## config.mk

```make
export PLATFORM = sky130hd
export DESIGN_NAME = key_decoder
export DESIGN_NICKNAME = d
export VERILOG_FILES = /design/src/snake_pkg.sv /design/src/key_decoder.sv
export SDC_FILE = /design/constraint.sdc
export NUM_CORES = 1
export LEC_CHECK = 0
export ABC_AREA = 1
export BUFFER_PORTS_ARGS = -buffer_cell sky130_fd_sc_hd__buf_4
export CAP_MARGIN = 15
export CORE_AREA = 5 5 42 44
export CTS_CLUSTER_DIAMETER = 120
export CTS_CLUSTER_SIZE = 25
export DETAILED_ROUTE_END_ITERATION = 8
export DIE_AREA = 0 0 47 49
export PLACE_DENSITY = 0.65
export SYNTH_ARGS = -nofsm -noshare
export SYNTH_HDL_FRONTEND = slang
export SYNTH_SLANG_ARGS = --single-unit
export TNS_END_PERCENT = 50
```

## constraint.sdc

```tcl
create_clock -name main_clk -period 1 [get_ports main_clk]
set_input_delay 0 -clock main_clk [delete_from_list [all_inputs] [get_ports main_clk]]
set_output_delay 0 -clock main_clk [all_outputs]
set_load 0.005 [all_outputs]
```

## src/snake_pkg.sv

```systemverilog
// snake game shared types, keyboard scan codes and default sizes
`default_nettype none

package snake_pkg;

    typedef logic [6:0] coord_t; // one screen coordinate, wraps at 128

    typedef enum logic [3:0] {
        cmd_start,
        cmd_esc,
        cmd_pause,
        cmd_resume,
        cmd_up,
        cmd_down,
        cmd_left,
        cmd_right
    } cmd_t;

    typedef enum logic [1:0] {
        dir_up,
        dir_down,
        dir_left,
        dir_right
    } dir_t;

    // set 2 scan codes
    localparam logic [7:0] key_start  = 8'h1B;
    localparam logic [7:0] key_esc    = 8'h76;
    localparam logic [7:0] key_pause  = 8'h4D;
    localparam logic [7:0] key_resume = 8'h2D;
    localparam logic [7:0] key_up     = 8'h75;
    localparam logic [7:0] key_down   = 8'h72;
    localparam logic [7:0] key_left   = 8'h6B;
    localparam logic [7:0] key_right  = 8'h74;
    localparam logic [7:0] key_break  = 8'hF0; // release prefix

    localparam int     DEF_SNAKE_LEN   = 4;
    localparam coord_t DEF_WAIT_ROW    = 7'd48;
    localparam coord_t DEF_INIT_ROW    = 7'd23;
    localparam int     DEF_TICK_CYCLES = 10_000_000; // about 10 Hz at 100 MHz

endpackage

`default_nettype wire

```

## src/key_decoder.sv

```systemverilog
// scan code decoder, turns received bytes into one-cycle game commands
`timescale 1ns/100ps
`default_nettype none

module key_decoder import snake_pkg::*; (
    input  wire logic       main_clk,
    input  wire logic       rst_n,
    input  wire logic [7:0] byte_data,
    input  wire logic       byte_valid,
    output logic            cmd_valid,
    output cmd_t            cmd
);

    logic break_flag; // last byte was the release prefix
    logic dec_hit;
    cmd_t dec_cmd;

    always_comb begin
        dec_hit = 1'b1;
        dec_cmd = cmd_start;
        case (byte_data)
            key_start:  dec_cmd = cmd_start;
            key_esc:    dec_cmd = cmd_esc;
            key_pause:  dec_cmd = cmd_pause;
            key_resume: dec_cmd = cmd_resume;
            key_up:     dec_cmd = cmd_up;
            key_down:   dec_cmd = cmd_down;
            key_left:   dec_cmd = cmd_left;
            key_right:  dec_cmd = cmd_right;
            default:    dec_hit = 1'b0; // unknown or prefix byte
        endcase
    end

    always_ff @(posedge main_clk or negedge rst_n) begin
        if (!rst_n) begin
            break_flag <= 1'b0;
            cmd_valid  <= 1'b0;
        end else begin
            cmd_valid <= 1'b0;
            if (byte_valid) begin
                if (break_flag)
                    break_flag <= 1'b0; // released key is swallowed
                else if (byte_data == key_break)
                    break_flag <= 1'b1;
                else
                    cmd_valid <= dec_hit;
            end
        end
    end

    always_ff @(posedge main_clk) begin
        if (byte_valid)
            cmd <= dec_cmd;
    end

endmodule

`default_nettype wire

```

==> run_results.csv <==
group,metric,value,unit
global_routing,antenna_found_initial,0,
yosys,synth_fp_nets,78,
placed_design,port_buffers,14,
pwr,sw_frac_of_total,0.234,
routing,drt_pass1_iterations,4,
timing,worst_slack,0.168,ns
placed_design,pre_cts_ws,0.112,ns
pwr,internal_power,433,uW
timing,setup_viol,0,
placed_design,post-dp-hpwl,669,um
critical_path,cp-end-kind,"register",
outcome,status,"completed",
pwr,clkPwrFrac,0.401,
final_layout,layout_commonest_cell,"nand2_1",
pwr,peakVddDrop,284,uV
critical_path,critPathLaunch,"byte_valid",
yosys,syn-mean-instance-area,6.07,um^2
critical_path,cp.required,1.17,ns
routing,ant_nets,0,
global_routing,grt_pass1_vias,370,
timing,rsz0062_at_grt,"no",
pwr,p_comb_frac,0.193,
clock_network,post_cts_resized,0,
timing,post-route-min-period,0.832,ns
floorplan,ios,16,
yosys,yosysUniqueCellTypes,13,
placed_design,gp_congestion,0.802,
hold_path,hold_class,"in -> async",
final_layout,synthToLayoutAreaGrowth,40.3,%
clock_network,post_cts_buffers,0,
critical_path,r2r-start,"break_flag",
clock_network,cts_tree,"yes",
floorplan,dieArea,0.00230,mm^2
final_layout,drive_gt1_frac,0.267,
pwr,leakagePower,0.000323,uW
global_routing,grt_usage,0.0784,
global_routing,overflow,0,
final_layout,diodes,0,
timing,clock.fmax,1.20,GHz
yosys,syn-cell-area,407,um^2
global_routing,grt_max_degree,5,
pwr,p_per_area,991,mW/mm^2
floorplan,core_area,0.00140,mm^2
critical_path,cp_max_fo,4,
critical_path,crit_type,"in -> reg",
routing,highest_layer,"met4",
routing,drc,0,
clock_network,cts_root_buffer,"clkbuf_4",
timing,hold_viol_final,0,
floorplan,num_rows,14,
routing,vias,425,
yosys,synth-seq-cells,5,
routing,routed_wl,780,um
floorplan,start_util,0.290,
timing,tns,0,ns
routing,drt_iter0_markers,7,
yosys,yosys_warnings,0,
clock_network,clk_path_buf_depth,2,
floorplan,die_y,49,um
yosys,synthCells,67,
clock_network,cts_inserted_buffers,3,
timing,skew,0.0000171,ns
timing,report.final.slew_viol_count,0,
critical_path,cp-start-kind,"input pin",
final_layout,final_cell_mix,"nand2_1 (26), nor2_1 (14), buf_4 (14), inv_1 (10), nand2_2 (4)",
routing,wl_met1,342,um
final_layout,fill_cells,163,
routing,dr_wl_met2,355,um
clock_network,cts.sinks,5,
clock_network,clkLatencyLatePin,0.24,ns
routing,viasPerCell,4.17,
critical_path,crit_arrival,1.00,ns
clock_network,clk_pin_slew,0.04,ns
global_routing,grt_pass1_wl,1270,um
routing,wl_met3,57,um
floorplan,die_x,47,um
pwr,p_switching,132,uW
job,max-cap-violations,0,
clock_network,htree_levels,1,
final_layout,nets,98,
yosys,seq_area_frac_synth,0.345,
routing,wire_per_inst,7.65,um
timing,finalCritPeriodShare,0.832,
pwr,p_seq_frac,0.406,
what timing repair did:
item | 4_1_cts | 5_1_grt
setup endpoints to repair | 0 | 0
endpoints found under the hold margin | 5 | 0
hold buffers | 2 | 0
final timing paths:
kind	endpoint	slack [ns]	cells after the start
max	cmd_valid	0.17	6
min	cmd_valid	0.09	2
max reg2reg	cmd_valid	0.23	3
min reg2reg	break_flag	0.49	2
max in group asynchronous	break_flag	0.83	2
min in group main_clk	break_flag	0.15	5
power groups by stage:
stage	clock [uW]	combinational [uW]	sequential [uW]
after floorplan	0	48.2	235
after global placement	0	102	233
after detailed placement	0	104	233
after CTS	239	111	230
after global routing	262	123	230
final	227	109	230
cell families (layout without fill, tap and decap cells):
| kind of cell | count (synthesis) | after routing | synth area share |
|---|---|---|---|
| AOI/OAI and AO/OA | 1 | 1 | 0.0215 |
| and+or+nand+nor | 49 | 49 | 0.514 |
| other | 1 | 1 | 0.00922 |
| buffers and inverters | 11 | 30 | 0.111 |
| DFF | 5 | 5 | 0.345 |
sequential cells by signal, summed over array words and instances, names as in the netlist:
name	cells
break_flag	1
cmd	3
cmd_valid	1
critical path: stages:
cell           delay (ns)
dlygate4sd3_1        0.53
buf_4                0.13
inv_1                0.05
nor2_1               0.12
nand2_1              0.08
a21oi_2              0.09
per-stage QoR:
stage | total power (uW) | util | hold WS, ns | instance area [um^2] | cells
after floorplan | 283 | - | -0.296 | 407 | 67
after global placement | 335 | 0.374 | -0.216 | 524 | 96
after detailed placement | 337 | 0.374 | -0.217 | 524 | 96
after CTS | 580 | 0.407 | 0.0800 | 571 | 102
after global routing | 614 | 0.407 | 0.0781 | 571 | 102
final | 566 | 0.407 | 0.0896 | 571 | 102
area by class of cell:
cell class / count / area (um^2) / share of cell area
clock buffers: 4 / 26.3 / 0.0461
repair buffers: 16 / 125 / 0.219
inverters: 10 / 37.5 / 0.0658
flip-flops and latches: 5 / 140 / 0.246
multi-input cells: 51 / 221 / 0.388
well taps: 16 / 20.0 / 0.0351
cell usage after synthesis:
library cell	number	area (um^2)
a21oi_2	1	8.76
buf_4	1	7.51
conb_1	1	3.75
dfrtp_1	2	50.1
edfxtp_1	3	90.1
inv_1	10	37.5
nand2_1	26	97.6
nand2_2	4	25.0
nand3_1	1	5.00
nand4_1	2	12.5
nor2_1	14	52.6
nor2_4	1	11.3
nor3_1	1	5.00
layer usage:
layer | track usage | vias to the layer above
met4 | 0.0968 | 0
li1 | - | 237
met2 | 0.106 | 14
met5 | 0 | -
met1 | 0.0889 | 172
met3 | 0.0111 | 2
Note: power is estimated with default switching activity, not from simulation.
