$ cat config.mk
export PLATFORM = sky130hd
export DESIGN_NAME = game_ctrl_flat
export DESIGN_NICKNAME = d
export VERILOG_FILES = /design/src/snake_pkg.sv /design/src/move_if.sv /design/src/game_ctrl.sv /design/src/flat_wrapper.sv
export SDC_FILE = /design/constraint.sdc
export NUM_CORES = 1
export LEC_CHECK = 0
export BUFFER_PORTS_ARGS = -buffer_cell sky130_fd_sc_hd__clkbuf_2
export CAP_MARGIN = 20
export CORE_MARGIN = 5
export CORE_UTILIZATION = 55
export CTS_BUF_LIST = sky130_fd_sc_hd__clkbuf_4 sky130_fd_sc_hd__clkbuf_8 sky130_fd_sc_hd__clkbuf_16
export DETAILED_ROUTE_END_ITERATION = 7
export PLACE_DENSITY = 0.74
export RECOVER_POWER = 50
export SLEW_MARGIN = 10
export SYNTH_ARGS = -nofsm -noshare
export SYNTH_HDL_FRONTEND = slang
export SYNTH_SLANG_ARGS = --single-unit
$ cat constraint.sdc
create_clock -name main_clk -period 2.5 [get_ports main_clk]
set_input_delay 0.125 -clock main_clk [delete_from_list [all_inputs] [get_ports main_clk]]
set_output_delay 0.125 -clock main_clk [all_outputs]
set_load 0.02 [all_outputs]
$ cat src/snake_pkg.sv
// snake game shared types, keyboard scan codes and default sizes
`default_nettype none

package snake_pkg;

    typedef logic [6:0] coord_t; // one screen coordinate, wraps at 128

    typedef enum logic [3:0] {
        cmd_start,
        cmd_esc,
        cmd_pause,
        cmd_resume,
        cmd_up,
        cmd_down,
        cmd_left,
        cmd_right
    } cmd_t;

    typedef enum logic [1:0] {
        dir_up,
        dir_down,
        dir_left,
        dir_right
    } dir_t;

    // set 2 scan codes
    localparam logic [7:0] key_start  = 8'h1B;
    localparam logic [7:0] key_esc    = 8'h76;
    localparam logic [7:0] key_pause  = 8'h4D;
    localparam logic [7:0] key_resume = 8'h2D;
    localparam logic [7:0] key_up     = 8'h75;
    localparam logic [7:0] key_down   = 8'h72;
    localparam logic [7:0] key_left   = 8'h6B;
    localparam logic [7:0] key_right  = 8'h74;
    localparam logic [7:0] key_break  = 8'hF0; // release prefix

    localparam int     DEF_SNAKE_LEN   = 4;
    localparam coord_t DEF_WAIT_ROW    = 7'd48;
    localparam coord_t DEF_INIT_ROW    = 7'd23;
    localparam int     DEF_TICK_CYCLES = 10_000_000; // about 10 Hz at 100 MHz

endpackage

`default_nettype wire

$ cat src/move_if.sv
// movement orders from the game controller to the body ring
`timescale 1ns/100ps
`default_nettype none

interface move_if import snake_pkg::*; ();

    logic step;      // advance one segment
    dir_t heading;
    logic load_init; // rebuild at start row
    logic load_wait; // rebuild at waiting row

    modport ctrl (
        output step, heading, load_init, load_wait
    );

    modport body (
        input step, heading, load_init, load_wait
    );

endinterface

`default_nettype wire

$ cat src/game_ctrl.sv
// game controller, tick generation plus mode and heading FSM issuing moves
`timescale 1ns/100ps
`default_nettype none

module game_ctrl import snake_pkg::*; #(
    parameter int TICK_CYCLES = DEF_TICK_CYCLES
) (
    input  wire logic main_clk,
    input  wire logic rst_n,
    input  wire logic cmd_valid,
    input  wire cmd_t cmd,
    output logic      all_black,
    move_if.ctrl      mv
);

    localparam int CNT_W = (TICK_CYCLES > 1) ? $clog2(TICK_CYCLES) : 1;

    typedef enum logic [1:0] {
        mode_wait,
        mode_run,
        mode_pause,
        mode_black
    } mode_t;

    mode_t            mode;
    logic [CNT_W-1:0] tick_cnt;
    logic             tick;
    logic             pend_valid;
    cmd_t             pend_cmd;
    logic             cur_valid;
    cmd_t             cur_cmd;
    logic             is_arrow;
    dir_t             arrow_dir;
    logic             turn_ok;

    assign tick = (tick_cnt == CNT_W'(TICK_CYCLES - 1));

    // a strobe on the tick itself wins over the held one
    assign cur_valid = cmd_valid | pend_valid;
    assign cur_cmd   = cmd_valid ? cmd : pend_cmd;

    always_comb begin
        is_arrow  = cur_valid;
        arrow_dir = dir_right;
        case (cur_cmd)
            cmd_up:    arrow_dir = dir_up;
            cmd_down:  arrow_dir = dir_down;
            cmd_left:  arrow_dir = dir_left;
            cmd_right: arrow_dir = dir_right;
            default:   is_arrow = 1'b0;
        endcase
    end

    // only a quarter turn, never along the current axis
    assign turn_ok = is_arrow &&
        ((arrow_dir inside {dir_up, dir_down}) != (mv.heading inside {dir_up, dir_down}));

    always_ff @(posedge main_clk or negedge rst_n) begin
        if (!rst_n) begin
            tick_cnt   <= '0;
            pend_valid <= 1'b0;
            pend_cmd   <= cmd_start;
        end else begin
            tick_cnt <= tick ? '0 : tick_cnt + 1'b1;
            if (tick)
                pend_valid <= 1'b0; // consumed
            else if (cmd_valid) begin
                pend_valid <= 1'b1;
                pend_cmd   <= cmd;
            end
        end
    end

    always_ff @(posedge main_clk or negedge rst_n) begin
        if (!rst_n) begin
            mode         <= mode_wait;
            all_black    <= 1'b0;
            mv.heading   <= dir_right;
            mv.step      <= 1'b0;
            mv.load_init <= 1'b0;
            mv.load_wait <= 1'b0;
        end else begin
            mv.step      <= 1'b0;
            mv.load_init <= 1'b0;
            mv.load_wait <= 1'b0;
            if (tick) begin
                if (cur_valid && cur_cmd == cmd_esc) begin
                    mode      <= mode_black;
                    all_black <= 1'b1;
                end else if (cur_valid && cur_cmd == cmd_start) begin
                    mode         <= mode_run;
                    all_black    <= 1'b0;
                    mv.heading   <= dir_right;
                    mv.load_init <= 1'b1;
                end else begin
                    case (mode)
                        mode_run: begin
                            if (cur_valid && cur_cmd == cmd_pause) begin
                                mode <= mode_pause;
                            end else begin
                                if (turn_ok)
                                    mv.heading <= arrow_dir;
                                mv.step <= 1'b1;
                            end
                        end
                        mode_pause: begin
                            if (cur_valid && cur_cmd == cmd_resume) begin
                                mode    <= mode_run;
                                mv.step <= 1'b1; // moves on the resume tick
                            end
                        end
                        mode_wait: mv.load_wait <= 1'b1; // keep the idle picture
                        default: ;
                    endcase
                end
            end
        end
    end

    // orders only ever follow a tick, and never a move with a rebuild
    a_order_excl: assert property (
        @(posedge main_clk) disable iff (!rst_n)
        (mv.step || mv.load_init) |-> !(mv.step && mv.load_init) && $past(tick)
    );

endmodule

`default_nettype wire

$ cat src/flat_wrapper.sv
// flat-port wrapper written by rule: the top's interface ports become plain ports
module game_ctrl_flat import snake_pkg::*;
#(
    parameter int TICK_CYCLES = DEF_TICK_CYCLES
)
  (main_clk, rst_n, cmd_valid, cmd, all_black, mv_step, mv_heading, mv_load_init, mv_load_wait);
  move_if mv_i ();
  input  wire logic main_clk;
  input  wire logic rst_n;
  input  wire logic cmd_valid;
  input  wire cmd_t cmd;
  output logic all_black;
  output wire logic [$bits(mv_i.step)-1:0] mv_step;
  output wire logic [$bits(mv_i.heading)-1:0] mv_heading;
  output wire logic [$bits(mv_i.load_init)-1:0] mv_load_init;
  output wire logic [$bits(mv_i.load_wait)-1:0] mv_load_wait;
  assign mv_step = mv_i.step;
  assign mv_heading = mv_i.heading;
  assign mv_load_init = mv_i.load_init;
  assign mv_load_wait = mv_i.load_wait;
  game_ctrl #(.TICK_CYCLES(TICK_CYCLES)) u_core (.main_clk(main_clk), .rst_n(rst_n), .cmd_valid(cmd_valid), .cmd(cmd), .all_black(all_black), .mv(mv_i));
endmodule
==> flow_summary.json <==
{
  "status": "finished, violations left",
  "violations": "max-capacitance violations, max-slew violations",
  "dp_hpwl_um": 2650,
  "fp.dieH_um": 68.3,
  "clk_pin_slew_ps": 120,
  "fin_crit_ps": 2260,
  "ir_drop_v": 0.000370,
  "numCtsBuffers": 5,
  "worstReg2RegStart": "u_core.tick_cnt[16]",
  "cts_tree": "built",
  "io-pin-count": 13,
  "ys.flop_type": "dfrtp_1",
  "synthXorXnorAreaFrac_pct": 9.83,
  "power.total_uw": 1030,
  "synth_area_leaders": "dfrtp_1 (47%), xnor2_1 (5.6%), nor2_1 (4.8%), mux2_2 (4.2%), xor2_1 (4.2%)",
  "ys_ff_latch": 37,
  "num_vias": 1387,
  "drive_gt1_share_pct": 17.6,
  "critical_path.max_stage_delay_ps": 500,
  "min_path_type": "in2reg",
  "numPortBuffers": 12,
  "arrival_ps": 2490,
  "grt_pass1_vias": 1431,
  "synth-async-reset-ratio_pct": 100,
  "ys_types": 40,
  "hold_ws_ps": 50.7,
  "clkPwrFrac_pct": 33.7,
  "core_area_um2": 3310,
  "fmax_ghz": 0.442,
  "cts-htree-levels": 2,
  "path_class": "reg2reg",
  "grt_pass1_wl_um": 6360,
  "clk_latency_ps": 350,
  "hp-start": "cmd[2]",
  "finalHoldViolCount": 0,
  "cts-root-buf": "clkbuf_4",
  "ys_warn_count": 0,
  "drt-wirelength-per-cell_um": 14.3,
  "via_per_inst": 5.55,
  "grt_most_used_layer": "met2",
  "worstSetupStartpointType": "register",
  "synth_compound_area_share_pct": 5.41,
  "clockBufferDepth": 2,
  "synthTopCellsByCount": "dfrtp_1 (35), nor2_1 (24), nand2_1 (14)",
  "netlist_area_um2": 1870,
  "drtPass1Iterations": 4,
  "die_x_um": 68.3,
  "yosys.area_share.adder_pct": 2.67,
  "fill_cells": 302,
  "nets": 214,
  "worst_setup_path_end_kind": "register",
  "switchingPower_uw": 246,
  "synth.net_count": 195,
  "combPwrFrac_pct": 6.4,
  "synth_top_area_share_pct": 46.8,
  "cp_data_required_time_ps": 2730,
  "start_util_pct": 56.5,
  "rows": 21,
  "synth_top_family_by_area": "simple AND/OR/NAND/NOR gates",
  "place.gp.congestion": 0.872,
  "finClkSkew_ps": 18.7,
  "grt_use_met2_pct": 30.3,
  "area_growth_pct": 9.76,
  "die_area_um2": 4670,
  "tightest_slew_ps": 1860,
  "syn_avg_cell_area_um2": 10.2,
  "p_leak_uw": 0.000899,
  "rsz0062_at_grt": "false",
  "diodes": 0,
  "final_cell_area_um2": 2050,
  "finalCritPeriodShare_pct": 90.4,
  "internal_power_uw": 781,
  "drv_cap": 1,
  "swShare_pct": 24.0,
  "post-route-drc-count": 0,
  "cp_top_family": "simple AND/OR/NAND/NOR gates",
  "postRouteAntennaNets": 0,
  "grt_antenna_before_repair": 0,
  "grt_usage_pct": 18.8,
  "drt_first_iter_violations": 76,
  "relSlewSlack_pct": -24.1,
  "critPathMaxFanout": 9,
  "cp_num_buf_inv": 0,
  "slowest_stage": "or3_1",
  "gr-total-overflow": 0,
  "muxShareOfSynthArea_pct": 5.28,
  "grt_start_max_net_pins": 38,
  "use_met3_pct": 4.93,
  "sequentialPowerShare_pct": 60.0,
  "fin_setup_tns_ps": 0,
  "syn_inst": 184,
  "yosysTopAreaCell": "dfrtp_1",
  "finalSetupViolCount": 0,
  "placed_area_um2": 1980,
  "yosys.area_share.simple_pct": 24.3,
  "cp-startpoint": "u_core.tick_cnt[16]",
  "synth-seq-area-share_pct": 49.6,
  "crit_chain": "nor4bb_1 > nand4_1 > or3_1 > nand2_1 > mux2_2",
  "grt.met1_usage_pct": 23.9,
  "slew_violations": 38,
  "yosysMostFrequentCell": "dfrtp_1",
  "synth-edff-count": 0,
  "wirelength_um": 3570,
  "cts.sinks": 37,
  "power.density_nw_per_um2": 500
}
==> layout by cell type (no fill, tap or decap), types with 2 or more instances in the layout <==
master / instances
or3_1: 3
clkbuf_2: 7
nor3b_1: 2
clkbuf_1: 5
and2_2: 2
mux2i_1: 2
nor2_1: 24
inv_1: 7
clkbuf_4: 6
dfrtp_1: 35
nand3_1: 12
nand2_1: 14
nand4_1: 6
mux2_2: 7
xor2_1: 9
and3_1: 5
nor3_1: 7
xnor2_1: 12
nor4_1: 3
buf_4: 3
a21oi_1: 5
o211ai_1: 3
ha_1: 4
dfstp_2: 2
==> final cells by class <==
cell class	count	area, µm²	area share [%]
clock buffers	7	58.8	2.86
flip-flops and latches	37	928	45.2
clock inverters	1	7.51	0.365
multi-input cells	136	890	43.3
well taps	46	57.6	2.80
repair buffers	16	86.3	4.20
inverters	7	26.3	1.28
==> state kept, by name, summed over array words and instances, names as in the netlist <==
register / flops
u_core.pend_valid: 1
u_core.mv.step: 1
u_core.mode: 2
u_core.mv.heading: 2
u_core.mv.load_init: 1
u_core.mv.load_wait: 1
u_core.all_black: 1
u_core.pend_cmd: 4
u_core.tick_cnt: 24
==> what timing repair did <==
item | in CTS | in global routing
setup buffers | 0 | 0
endpoints found under the hold margin | 35 | 0
endpoints found under the setup margin | 0 | 0
hold buffers | 1 | 0
resized for setup | 0 | 0
==> logic make-up (layout without fill, tap and decap cells) <==
| kind of cell | after synthesis | after routing |
|---|---|---|
| AND/OR/NAND/NOR | 87 | 87 |
| adder cells (fa/ha/maj) | 4 | 4 |
| multiplexers | 9 | 9 |
| XOR/XNOR | 21 | 21 |
| buffers and inverters | 11 | 31 |
| AO/OA/AOI/OAI | 15 | 15 |
| flip-flops | 37 | 37 |
==> power by group through the flow <==
stage / Clock (µW) / Sequential, µW / Combinational (µW)
2_1_floorplan: 0 / 630 / 35.1
3_3_place_gp: 0 / 627 / 62.7
3_5_place_dp: 0 / 628 / 65.6
4_1_cts: 360 / 616 / 67.1
5_1_grt: 381 / 617 / 73.7
6_report: 346 / 616 / 65.4
==> metal layers <==
| layer | part of all wire (%) | vias to the layer above |
|---|---|---|
| li1 | - | 682 |
| met1 | 47 | 678 |
| met2 | 48 | 21 |
| met3 | 3.1 | 6 |
| met4 | 1.7 | 0 |
| met5 | 0 | - |
==> path summary, 6_finish.rpt <==
kind | depth (start not counted) | endpoint | slack, ps
min in group asynchronous | 2 | u_core.mv.load_init | 810
hold / removal | 2 | u_core.pend_cmd[2] | 50
setup reg to reg | 5 | u_core.pend_cmd[3] | 240
max in group asynchronous | 2 | u_core.tick_cnt[3] | 600
hold reg to reg | 1 | u_core.tick_cnt[4] | 500
setup / recovery | 5 | u_core.pend_cmd[3] | 240
==> stage by stage <==
step / utilization [%] / worst slack (ps) / std cells
floorplan: - / 506 / 184
global placement: 59.9 / 432 / 241
detailed placement: 59.9 / 319 / 241
CTS: 62.2 / 285 / 250
global route: 62.1 / 83.0 / 250
finish: 62.1 / 239 / 250
Power figures use the tool's default switching activity.
