**src/ps2_rx.sv**
```systemverilog
// PS/2 receiver, synchronizes the keyboard lines and emits parity-checked bytes
`timescale 1ns/100ps
`default_nettype none

module ps2_rx (
    input  wire logic       main_clk,
    input  wire logic       rst_n,
    input  wire logic       ps2_clk,
    input  wire logic       ps2_data,
    output logic [7:0]      byte_data,
    output logic            byte_valid
);

    logic [1:0]  clk_sync;
    logic [1:0]  data_sync;
    logic        clk_prev;
    logic        fall_q;     // registered falling edge
    logic        bit_q;      // data bit taken at that edge
    logic [3:0]  bit_cnt;
    logic        frame_done;
    logic [10:0] frame;

    always_ff @(posedge main_clk or negedge rst_n) begin
        if (!rst_n) begin
            clk_sync   <= 2'b11; // idle lines are high
            data_sync  <= 2'b11;
            clk_prev   <= 1'b1;
            fall_q     <= 1'b0;
            bit_cnt    <= 4'd0;
            frame_done <= 1'b0;
            byte_valid <= 1'b0;
        end else begin
            clk_sync   <= {clk_sync[0], ps2_clk};
            data_sync  <= {data_sync[0], ps2_data};
            clk_prev   <= clk_sync[1];
            fall_q     <= clk_prev & ~clk_sync[1];
            frame_done <= 1'b0;
            if (fall_q) begin
                if (bit_cnt == 4'd10) begin
                    bit_cnt    <= 4'd0;
                    frame_done <= 1'b1;
                end else begin
                    bit_cnt <= bit_cnt + 4'd1;
                end
            end
            // start low, stop high, data plus parity odd
            byte_valid <= frame_done & ~frame[0] & frame[10] & (^frame[9:1]);
        end
    end

    always_ff @(posedge main_clk) begin
        bit_q <= data_sync[1];
        if (fall_q)
            frame <= {bit_q, frame[10:1]}; // lsb arrives first
        if (frame_done)
            byte_data <= frame[8:1];
    end

    a_valid_single: assert property (
        @(posedge main_clk) disable iff (!rst_n)
        byte_valid |=> !byte_valid
    );

endmodule

`default_nettype wire

```
**config.mk**
```make
export PLATFORM = sky130hd
export DESIGN_NAME = ps2_rx
export DESIGN_NICKNAME = d
export VERILOG_FILES = /design/src/ps2_rx.sv
export SDC_FILE = /design/constraint.sdc
export NUM_CORES = 1
export LEC_CHECK = 0
export ABC_AREA = 1
export ABC_CLOCK_PERIOD_IN_PS = 3700
export BUFFER_PORTS_ARGS = -buffer_cell sky130_fd_sc_hd__buf_2
export CAP_MARGIN = 20
export CORE_MARGIN = 10
export CORE_UTILIZATION = 57
export DETAILED_ROUTE_END_ITERATION = 7
export PLACE_DENSITY_LB_ADDON = 0.08
export SYNTH_ARGS = -nofsm -noshare
export SYNTH_HDL_FRONTEND = slang
export SYNTH_SLANG_ARGS = --single-unit
```
**constraint.sdc**
```tcl
create_clock -name main_clk -period 3.7 [get_ports main_clk]
set_clock_uncertainty 0.2 [all_clocks]
set_input_delay 0.37 -clock main_clk [delete_from_list [all_inputs] [get_ports main_clk]]
set_output_delay 0.37 -clock main_clk [all_outputs]
set_load 0.05 [all_outputs]
```
==> reports/results.ini, run 1 <==
[status]
status = finished clean

[die]
dieArea_um2 = 4280
die_x_um = 65.5
ios = 13
start_util = 0.600
core_um2 = 1960
rows = 16
die_y_um = 65.5

[final_layout]
antenna_cells = 0
seqCellArea_um2 = 897
n_fill_cell = 146
area_growth_pct = 14.9
multi_input_area_um2 = 220
drive_gt1_frac = 0.254
fin_util = 0.689
layout.nets = 121
final_cell_mix = 26 x nand2_1, 19 x edfxtp_1, 15 x inv_1, 12 x buf_2, 7 x dfrtp_1
final_common_cell = nand2_1

[yosys]
synthesis.nets = 99
synth_top_family_by_area = simple AND/OR/NAND/NOR gates
ys_ff_latch = 32
synth_xor_area_frac = 0
synth.mux.area_fraction = 0
synth_compound_area_frac = 0.0276
yosysWarnings = 0
synth_adder_area_share = 0
synthSimpleGateAreaFrac = 0.159
ys_types = 17
netlist_area_um2 = 1180
yosysSeqAreaShare = 0.762
synth.avg_cell_area_um2 = 12.4
synth_cells = 95

[power_and_ir_drop]
p_leak_nw = 0.620
vdd_ir_drop_max_mv = 0.330
p_per_area_nw_per_um2 = 507

[route]
drtAntennaViolNets = 0
num_vias = 714
drc_errors = 0
wirelength_mm = 1.74
avgRoutedWirePerCell_um = 12.0
wl_met1_um = 713
vias_per_cell = 4.92
drt_pre_antenna_iters = 4
wl_met3_um = 136
wl_met2_um = 839
drt_iter0_drc = 16
dr.max_layer_used = met4

[cts]
htree_levels = 2
cts_sinks = 32
cts_buffers = 5
worstSkewPairLatency_ns = 0.32
cts_tree = built
cts-resized-gates = 0
clk_pin_slew_ns = 0.09
clk_path_buf_depth = 2
cts_root_buffer = clkbuf_4

[setup_path]
cp-end-kind = flop
path_max_fanout = 15
crit_type = flop to flop
cp.arrival_ns = 1.58
crit_required_ns = 3.71
start_kind = flop

[timing]
max_slew.worst_pin.slew_ns = 0.543
drv_slew = 0
tns_ns = 0
fin_crit_sh = 0.423
hold_violations = 0
finalSetupViolCount = 0
period_minus_slack_ns = 1.56
fmax_ghz = 0.640
maxSlewHeadroom = 0.638
rsz0062_at_grt = false

[grt]
grt_max_degree = 16
first_global_vias = 705
antenna_found_initial = 0
grt.overflow.total = 0
grt.total_usage = 0.0883
grt_first_pass_wirelength_mm = 2.86

[job]
drv_cap = 0

[place]
gp_congestion = 0.726
port-buffer-count = 12
hpwl_mm = 1.21

[min_path]
hold_class = flop to flop

-- per-layer routing --
| metal | global-route usage | up-vias |
|---|---|---|
| li1 | - | 352 |
| met1 | 0.0817 | 332 |
| met2 | 0.143 | 21 |
| met3 | 0.0508 | 9 |
| met4 | 0.0642 | 0 |
| met5 | 0 | - |
-- path summary, 6_finish.rpt --
path,from,end,slack (ns),cells past startpoint
max in group asynchronous,rst_n,data_sync[1],2.79,2
min reg2reg,clk_sync[0],clk_sync[1],0.16,0
max reg2reg,fall_q,bit_cnt[3],2.14,5
max,fall_q,bit_cnt[3],2.14,5
min,clk_sync[0],clk_sync[1],0.16,0
min in group asynchronous,rst_n,frame_done,0.24,2
-- where the power goes --
group / internal [W] / switching [W] / total (W) / leakage [nW]
registers: 0.000413 / 0.0000249 / 0.000438 / 0.322
clock network: 0.0000696 / 0.000110 / 0.000180 / 0.0324
logic: 0.0000246 / 0.0000436 / 0.0000682 / 0.265
total: 0.000507 / 0.000179 / 0.000686 / 0.620
-- flip-flops by register name, indices dropped and copies added, names as in the netlist --
| signal | cells |
|---|---|
| fall_q | 1 |
| clk_prev | 1 |
| byte_valid | 1 |
| clk_sync | 2 |
| byte_data | 8 |
| frame_done | 1 |
| bit_cnt | 4 |
| frame | 11 |
| bit_q | 1 |
| data_sync | 2 |
-- final cells by class --
cell class	count	share of cell area
tap	27	0.0250
sequential	32	0.663
multi-input combinational	47	0.163
clock inverter	3	0.0102
inverter	16	0.0444
clock buffer	5	0.0278
timing repair buffer	15	0.0666
-- Yosys cell counts --
master    instances  area share
nand2_1          26       0.083
edfxtp_1         19        0.48
inv_1            15       0.048
dfrtp_1           7        0.15
nor2_1            6       0.019
dfstp_2           5        0.11
a21oi_1           3       0.013
nand3_2           3       0.026
nand2_2           2       0.011
nand3_1           2      0.0085
a31oi_1           1      0.0053
and3b_1           1      0.0074
dfxtp_1           1       0.017
inv_2             1      0.0032
nand4_1           1      0.0053
o21ai_0           1      0.0042
o22ai_1           1      0.0053
-- metrics by stage --
stage | area (µm²) | hold WS (ns) | instances | power [W] | setup slack [ns]
after CTS | 1350 | 0.163 | 145 | 0.000691 | 2.14
after floorplan | 1180 | -0.126 | 95 | 0.000492 | 2.32
after detailed placement | 1270 | 0.0576 | 134 | 0.000512 | 2.15
final | 1350 | 0.162 | 145 | 0.000686 | 2.14
after global placement | 1270 | 0.0520 | 134 | 0.000509 | 2.22
after global routing | 1350 | 0.165 | 145 | 0.000723 | 2.01
-- worst max-delay path, cell delays in order (launching register included) --
cell and delay (ns):
dfrtp_1 0.70, nand2_1 0.13, inv_2 0.10, nand3_1 0.11, o22ai_1 0.17, a21oi_1 0.05
-- kinds of logic after synthesis --
family / Yosys count
flip-flops: 32
buffers and inverters: 16
AND/OR/NAND/NOR: 41
AO/OA/AOI/OAI: 6
-- what timing repair did --
action,4_1_cts,5_1_grt
setup buffers,0,0
hold endpoints to repair,14,0
hold buffers,3,0
Note: power is estimated with default switching activity, not from simulation.
==> run 2: changes to the inputs <==
Settings changed: ABC_AREA 1 to 0, ABC_CLOCK_PERIOD_IN_PS 3700 to 1600, CORE_UTILIZATION 57 to 54.
Clock period 3.7 ns to 1.6 ns, I/O delays scaled along.
==> run 2 against run 1 <==
Compared with the run above:
- power is 140% higher
- register-to-register slack got worse by 2.0 ns
- global-route usage is 0.92 points lower
- sequential power rose by 130%
- die area shrank 0.67%
- worst hold slack got worse by 0.14 ns
- setup slack worse by 2.0 ns
- synthesized cell count is 40% lower
- combinational power grew to 2.6 times the previous value
- critical path depth down 2
- critical endpoint is now byte_valid
- largest power group unchanged
==> reports/results.ini, run 2 <==
[route]
drc_errors = 0  ; unchanged
drtAntennaViolNets = 0  ; unchanged
drt_pre_antenna_iters = 4  ; unchanged
wirelength_mm = 1.44  ; -17%
avgRoutedWirePerCell_um = 13.2  ; +9.7%
drt_iter0_drc = 15  ; -1
num_vias = 528  ; -26%
vias_per_cell = 4.84  ; -1.6%

[power_and_ir_drop]
p_per_area_nw_per_um2 = 1280  ; +150%
p_leak_nw = 0.521  ; -16%
power.share.sequential = 0.616  ; -0.022
p_switching_w = 0.000402  ; +130%
combPwrFrac = 0.108  ; +0.008
p_int_w = 0.00126  ; +150%
p_clk_frac = 0.276  ; +0.014
vdd_ir_drop_max_mv = 0.753  ; +130%
swShare = 0.242  ; -0.0185

[die]
die_x_um = 65.2  ; -0.34%
dieArea_um2 = 4250  ; -0.67%
core_um2 = 1960  ; unchanged
ios = 13  ; unchanged
start_util = 0.563  ; -0.0370
die_y_um = 65.2  ; -0.34%
rows = 16  ; unchanged

[timing]
drv_slew = 0  ; unchanged
tns_ns = 0  ; unchanged
fin_crit_sh = 0.914  ; +0.491
finalSetupViolCount = 0  ; unchanged
rsz0062_at_grt = false
hold_violations = 0  ; unchanged
maxSlewHeadroom = 0.669  ; +0.0309
fmax_ghz = 0.684  ; +7.0%
period_minus_slack_ns = 1.46  ; -0.102 ns
max_slew.worst_pin.slew_ns = 0.497  ; -0.0464 ns
whs_ns = 0.0189  ; -0.143 ns

[yosys]
netlist_top_cells_count = 19 x edfxtp_1, 7 x dfrtp_1, 5 x dfstp_2
synthTopCellsByArea = edfxtp_1 52%, dfrtp_1 16%, dfstp_2 12%, xnor3_1 4.1%, xnor2_1 2.4%
synth_top_area_share = 0.516  ; +0.0318
netlist_area_um2 = 1100  ; -6.2%
synth_cells = 57  ; -40%
synth.avg_cell_area_um2 = 19.4  ; +56%
synthArstFlopShare = 0.375  ; unchanged
synth_edf_count = 19  ; unchanged
yosys_most_used_dff = edfxtp_1
synthesis.nets = 61  ; -38%
yosysWarnings = 0  ; unchanged
ys_types = 19  ; +2
synth_top_cell_by_area = edfxtp_1
yosysMostFrequentCell = edfxtp_1
ys_ff_latch = 32  ; unchanged
yosysSeqAreaShare = 0.812  ; +0.0500

[final_layout]
antenna_cells = 0  ; unchanged
final_cell_mix = 19 x edfxtp_1, 12 x buf_2, 7 x dfrtp_1, 5 x dfstp_2, 5 x clkbuf_4
final_common_cell = edfxtp_1
n_fill_cell = 153  ; +4.8%
largest_reg_flops = 11  ; unchanged
reg.largest.list = frame: 11 flops, byte_data: 8 flops, bit_cnt: 4 flops
largest-register = frame
layout.nets = 85  ; -30%
drive_gt1_frac = 0.317  ; +0.0628
area_growth_pct = 17.9

[setup_path]
crit_type = flop to flop
cp-end-kind = flop
cpPeakStageDelay_ns = 0.43  ; -0.27 ns
critical-path-slowest-cell = edfxtp_1
path_max_fanout = 3  ; -12
path_cells = xor2_1 > xnor3_1 > mux2i_1
cp.arrival_ns = 1.47  ; -0.11 ns
cp_top_family = XOR/XNOR gates
start_kind = flop
crit_required_ns = 1.61  ; -2.10 ns
critical_path_buf_inv_count = 0  ; -1

[cts]
clk_path_buf_depth = 2  ; unchanged
cts_sinks = 32  ; unchanged
htree_levels = 2  ; unchanged
cts_root_buffer = clkbuf_4
clk_pin_slew_ns = 0.10  ; about the same
cts_tree = built
worstSkewPairLatency_ns = 0.32  ; about the same
cts_buffers = 5  ; unchanged
cts_setup_buffers = 0  ; unchanged

[grt]
grt.overflow.total = 0  ; unchanged
busiest_layer = met2
grt_use_met1 = 0.0797  ; -0.00199
globalRouteMet3Util = 0.0644  ; +0.0136
first_global_vias = 533  ; -24%
antenna_found_initial = 0  ; unchanged
grt_first_pass_wirelength_mm = 2.46  ; -14%
grt.total_usage = 0.0792  ; -0.00916
grt_max_degree = 16  ; unchanged
met2_usage = 0.111  ; -0.0317

[place]
port-buffer-count = 12  ; unchanged
hpwl_mm = 1.01  ; -17%
gp_congestion = 0.714  ; -1.7%

[job]
drv_cap = 0  ; unchanged

[min_path]
hold_class = input port to async pin

[status]
status = finished clean

[run 2: final timing paths]
kind / startpoint / to / slack (ns) / cells after the start
worst min register to register: clk_sync[0] / clk_sync[1] / 0.15 / 0
worst min-delay path: rst_n / bit_cnt[0] / 0.02 / 2
min in group main_clk: clk_sync[0] / clk_sync[1] / 0.15 / 0
worst max register to register: frame[3] / byte_valid / 0.14 / 3
worst max-delay path: frame[3] / byte_valid / 0.14 / 3
max in group asynchronous: rst_n / data_sync[0] / 0.90 / 2
[run 2: area by class of cell]
type	instances	area [µm²]	area share
well taps	27	33.8	0.0259
repair buffers	17	105	0.0807
multi-input cells	25	208	0.159
flip-flops and latches	32	897	0.689
clock buffers	8	58.8	0.0451
[run 2: routing by layer]
metal | wire [µm] | vias up
li1 | - | 256
met1 | 634 | 250
met2 | 617 | 17
met3 | 161 | 5
met4 | 25 | 0
met5 | 0 | -
[run 2: stage by stage]
stage	area, µm²	util	instances	total power (W)	setup slack (ns)
2_1_floorplan	1100	-	57	0.00116	0.213
5_1_grt	1300	0.664	109	0.00175	0.0593
3_5_place_dp	1210	0.619	98	0.00122	0.159
3_3_place_gp	1210	0.619	98	0.00121	0.184
6_report	1300	0.664	109	0.00166	0.138
4_1_cts	1300	0.664	109	0.00169	0.129
[run 2: repair_timing]
item | in CTS | in global routing
hold endpoints to repair | 14 | 0
gates resized for setup | 0 | 0
hold buffers | 3 | 0
endpoints found under the setup margin | 0 | 0
[run 2: cells by family (layout without fill, tap and decap cells)]
family                    Yosys count  after routing  share of synthesized area
xor gates and xnor gates            6              6                     0.0725
AOI/OAI and AO/OA                   5              5                     0.0306
and+or+nand+nor                    12             12                     0.0668
DFF                                32             32                      0.812
buffers and inverters               0             25                          0
muxes                               2              2                     0.0181
[run 2: worst reg2reg max path, delay by kind of cell, from the launching register on]
family	cells	cell delay (ns)
flops	1	0.43
xor+xnor	2	0.59
mux	1	0.12
[run 2: power groups by stage]
stage | registers [W] | clock network [W] | logic, W
2_1_floorplan | 0.00106 | 0 | 0.000105
3_3_place_gp | 0.00104 | 0 | 0.000168
3_5_place_dp | 0.00104 | 0 | 0.000176
4_1_cts | 0.00103 | 0.000479 | 0.000182
5_1_grt | 0.00104 | 0.000515 | 0.000196
6_report | 0.00102 | 0.000459 | 0.000179
==> run 3: changes to the inputs <==
Settings changed: CELL_PAD_IN_SITES_DETAIL_PLACEMENT from default to 0, CELL_PAD_IN_SITES_GLOBAL_PLACEMENT from default to 1, CORE_UTILIZATION 54 to 47.
==> run 3 against run 2 <==
Compared with the run above:
- global-route usage down 0.25 points
- worst hold slack gained 0.0052 ns
- register-to-register slack better by 0.03 ns
- via count grew 1.9%
- flip-flop and latch count did not move
- sequential power hardly changed
- critical path type unchanged
- sequential share of layout area fell by 0.53 points
- count of clock-buffer cells in the layout decreased by 1
- utilization shrank 7.6 points
- non-clock buffer count grew 2
- fmax grew 2.3%
==> reports/results.ini, run 3 (synthesized netlist as in run 2, its figures left out) <==
[status]
status = finished clean

[cts]
worstSkewPairLatency_ns = 0.32  ; about the same
cts_sinks = 32  ; unchanged
cts_tree = built
cts_root_buffer = clkbuf_4
htree_levels = 2  ; unchanged
cts_setup_buffers = 0  ; unchanged
cts-resized-gates = 0  ; unchanged
cts_buffers = 5  ; unchanged
clk_pin_slew_ns = 0.09  ; about the same
clk_path_buf_depth = 2  ; unchanged
hold_buffers = 4  ; +1

[route]
avgRoutedWirePerCell_um = 13.6  ; +3.3%
num_vias = 538  ; +1.9%
drt_pre_antenna_iters = 2  ; -2
drt_iter0_drc = 18  ; +3
drc_errors = 0  ; unchanged
wirelength_mm = 1.53  ; +6.1%
vias_per_cell = 4.80  ; -0.84%
drtAntennaViolNets = 0  ; unchanged

[grt]
first_global_vias = 518  ; -2.8%
globalRouteMet3Util = 0.0522  ; -0.0122
met2_usage = 0.109  ; -0.00153
grt_first_pass_wirelength_mm = 2.50  ; +1.7%
antenna_found_initial = 0  ; unchanged
grt_use_met1 = 0.0825  ; +0.00279
grt.overflow.total = 0  ; unchanged
grt.total_usage = 0.0767  ; -0.00246
busiest_layer = met2
grt_max_degree = 14  ; -2

[place]
port-buffer-count = 12  ; unchanged
hpwl_mm = 1.11  ; +9.8%
gp_congestion = 0.718  ; +0.55%

[final_layout]
drive_gt1_frac = 0.321  ; +0.00436
area_growth_pct = 18.8
fin_util = 0.588  ; -0.0762
largest_reg_flops = 11  ; unchanged
final_cell_mix = 19 x edfxtp_1, 12 x buf_2, 7 x dfrtp_1, 5 x dfstp_2, 5 x clkbuf_4
multi_input_area_um2 = 208  ; unchanged
layout.nets = 87  ; +2.4%
final_common_cell = edfxtp_1
n_fill_cell = 184  ; +20%
seqCellArea_um2 = 897  ; unchanged
antenna_cells = 0  ; unchanged
largest-register = frame
reg.largest.list = frame: 11 flops, byte_data: 8 flops, bit_cnt: 4 flops

[setup_path]
cp_top_family = XOR/XNOR gates
critical_path_buf_inv_count = 0  ; unchanged
start_kind = flop
cp.arrival_ns = 1.45  ; -0.02 ns
rr_startpoint = frame[3]
path_max_fanout = 3  ; unchanged
cp-end-kind = flop
crit_type = flop to flop
r2r-end = byte_valid
crit_required_ns = 1.62  ; about the same
path_cells = xor2_1 > xnor3_1 > mux2i_1
r2r_slack_ns = 0.17  ; +0.03 ns
cpPeakStageDelay_ns = 0.43  ; about the same
critical-path-slowest-cell = edfxtp_1
rr_worst_depth = 3  ; unchanged

[power_and_ir_drop]
p_leak_nw = 0.527  ; +1.2%
vdd_ir_drop_max_mv = 0.707  ; -6.1%
p_per_area_nw_per_um2 = 1230  ; -3.3%

[timing]
max_slew.worst_pin.slew_ns = 0.389  ; -0.108 ns
rsz0062_at_grt = false
tns_ns = 0  ; unchanged
period_minus_slack_ns = 1.43  ; -0.0329 ns
maxSlewHeadroom = 0.741  ; +0.0720
drv_slew = 0  ; unchanged
finalSetupViolCount = 0  ; unchanged
fmax_ghz = 0.700  ; +2.3%
hold_violations = 0  ; unchanged
fin_crit_sh = 0.893  ; -0.0206

[die]
core_um2 = 2230  ; +14%
rows = 17  ; +1
die_y_um = 68.5  ; +5.0%
ios = 13  ; unchanged
dieArea_um2 = 4690  ; +10%
die_x_um = 68.5  ; +5.0%
start_util = 0.495  ; -0.0685

[min_path]
hold_class = input port to async pin

[job]
drv_cap = 0  ; unchanged

[run 3: cell count changes in the layout (fill, tap and decap cells not counted), sizes merged]
cell / delta
buf: +1
clkbuf: -1
clkinv: +1
dlygate4sd3: +1
[run 3: area by class of cell]
type                       instances  share of cell area
timing repair buffer              19              0.0934
tap                               28              0.0267
multi-input combinational         25               0.158
clock inverter                     1             0.00381
clock buffer                       7              0.0343
sequential                        32               0.684
[run 3: through the flow]
step	cell area, µm²	cells	hold WS [ns]	power (W)	worst slack (ns)
4_1_cts	1310	112	0.00602	0.00165	0.158
3_5_place_dp	1220	100	-0.157	0.00122	0.161
3_3_place_gp	1220	100	-0.153	0.00121	0.178
6_report	1310	112	0.0241	0.00162	0.171
2_1_floorplan	1100	57	-0.336	0.00116	0.213
5_1_grt	1310	112	0.0229	0.00172	0.0821
[run 3: per-layer routing]
layer  vias up  wire (µm)  share of wire
met4         0         35          0.023
met1       259        634           0.42
li1        259          -              -
met5         -          0              0
met3         4        157           0.10
met2        16        698           0.46
[run 3: how the worst max path moves through the flow]
stage	start	slack [ns]	end	cells past startpoint
4_1_cts	frame[3]	0.16	byte_valid	3
5_1_grt	frame[3]	0.08	byte_valid	3
3_5_place_dp	frame[3]	0.16	byte_valid	3
2_1_floorplan	frame[3]	0.21	byte_valid	3
3_3_place_gp	frame[3]	0.18	byte_valid	3
6_report	frame[3]	0.17	byte_valid	3
[run 3: power by group]
group          switching (W)  internal (W)
registers          0.0000698      0.000954
logic              0.0000910     0.0000926
clock network       0.000241      0.000171
total               0.000402       0.00122
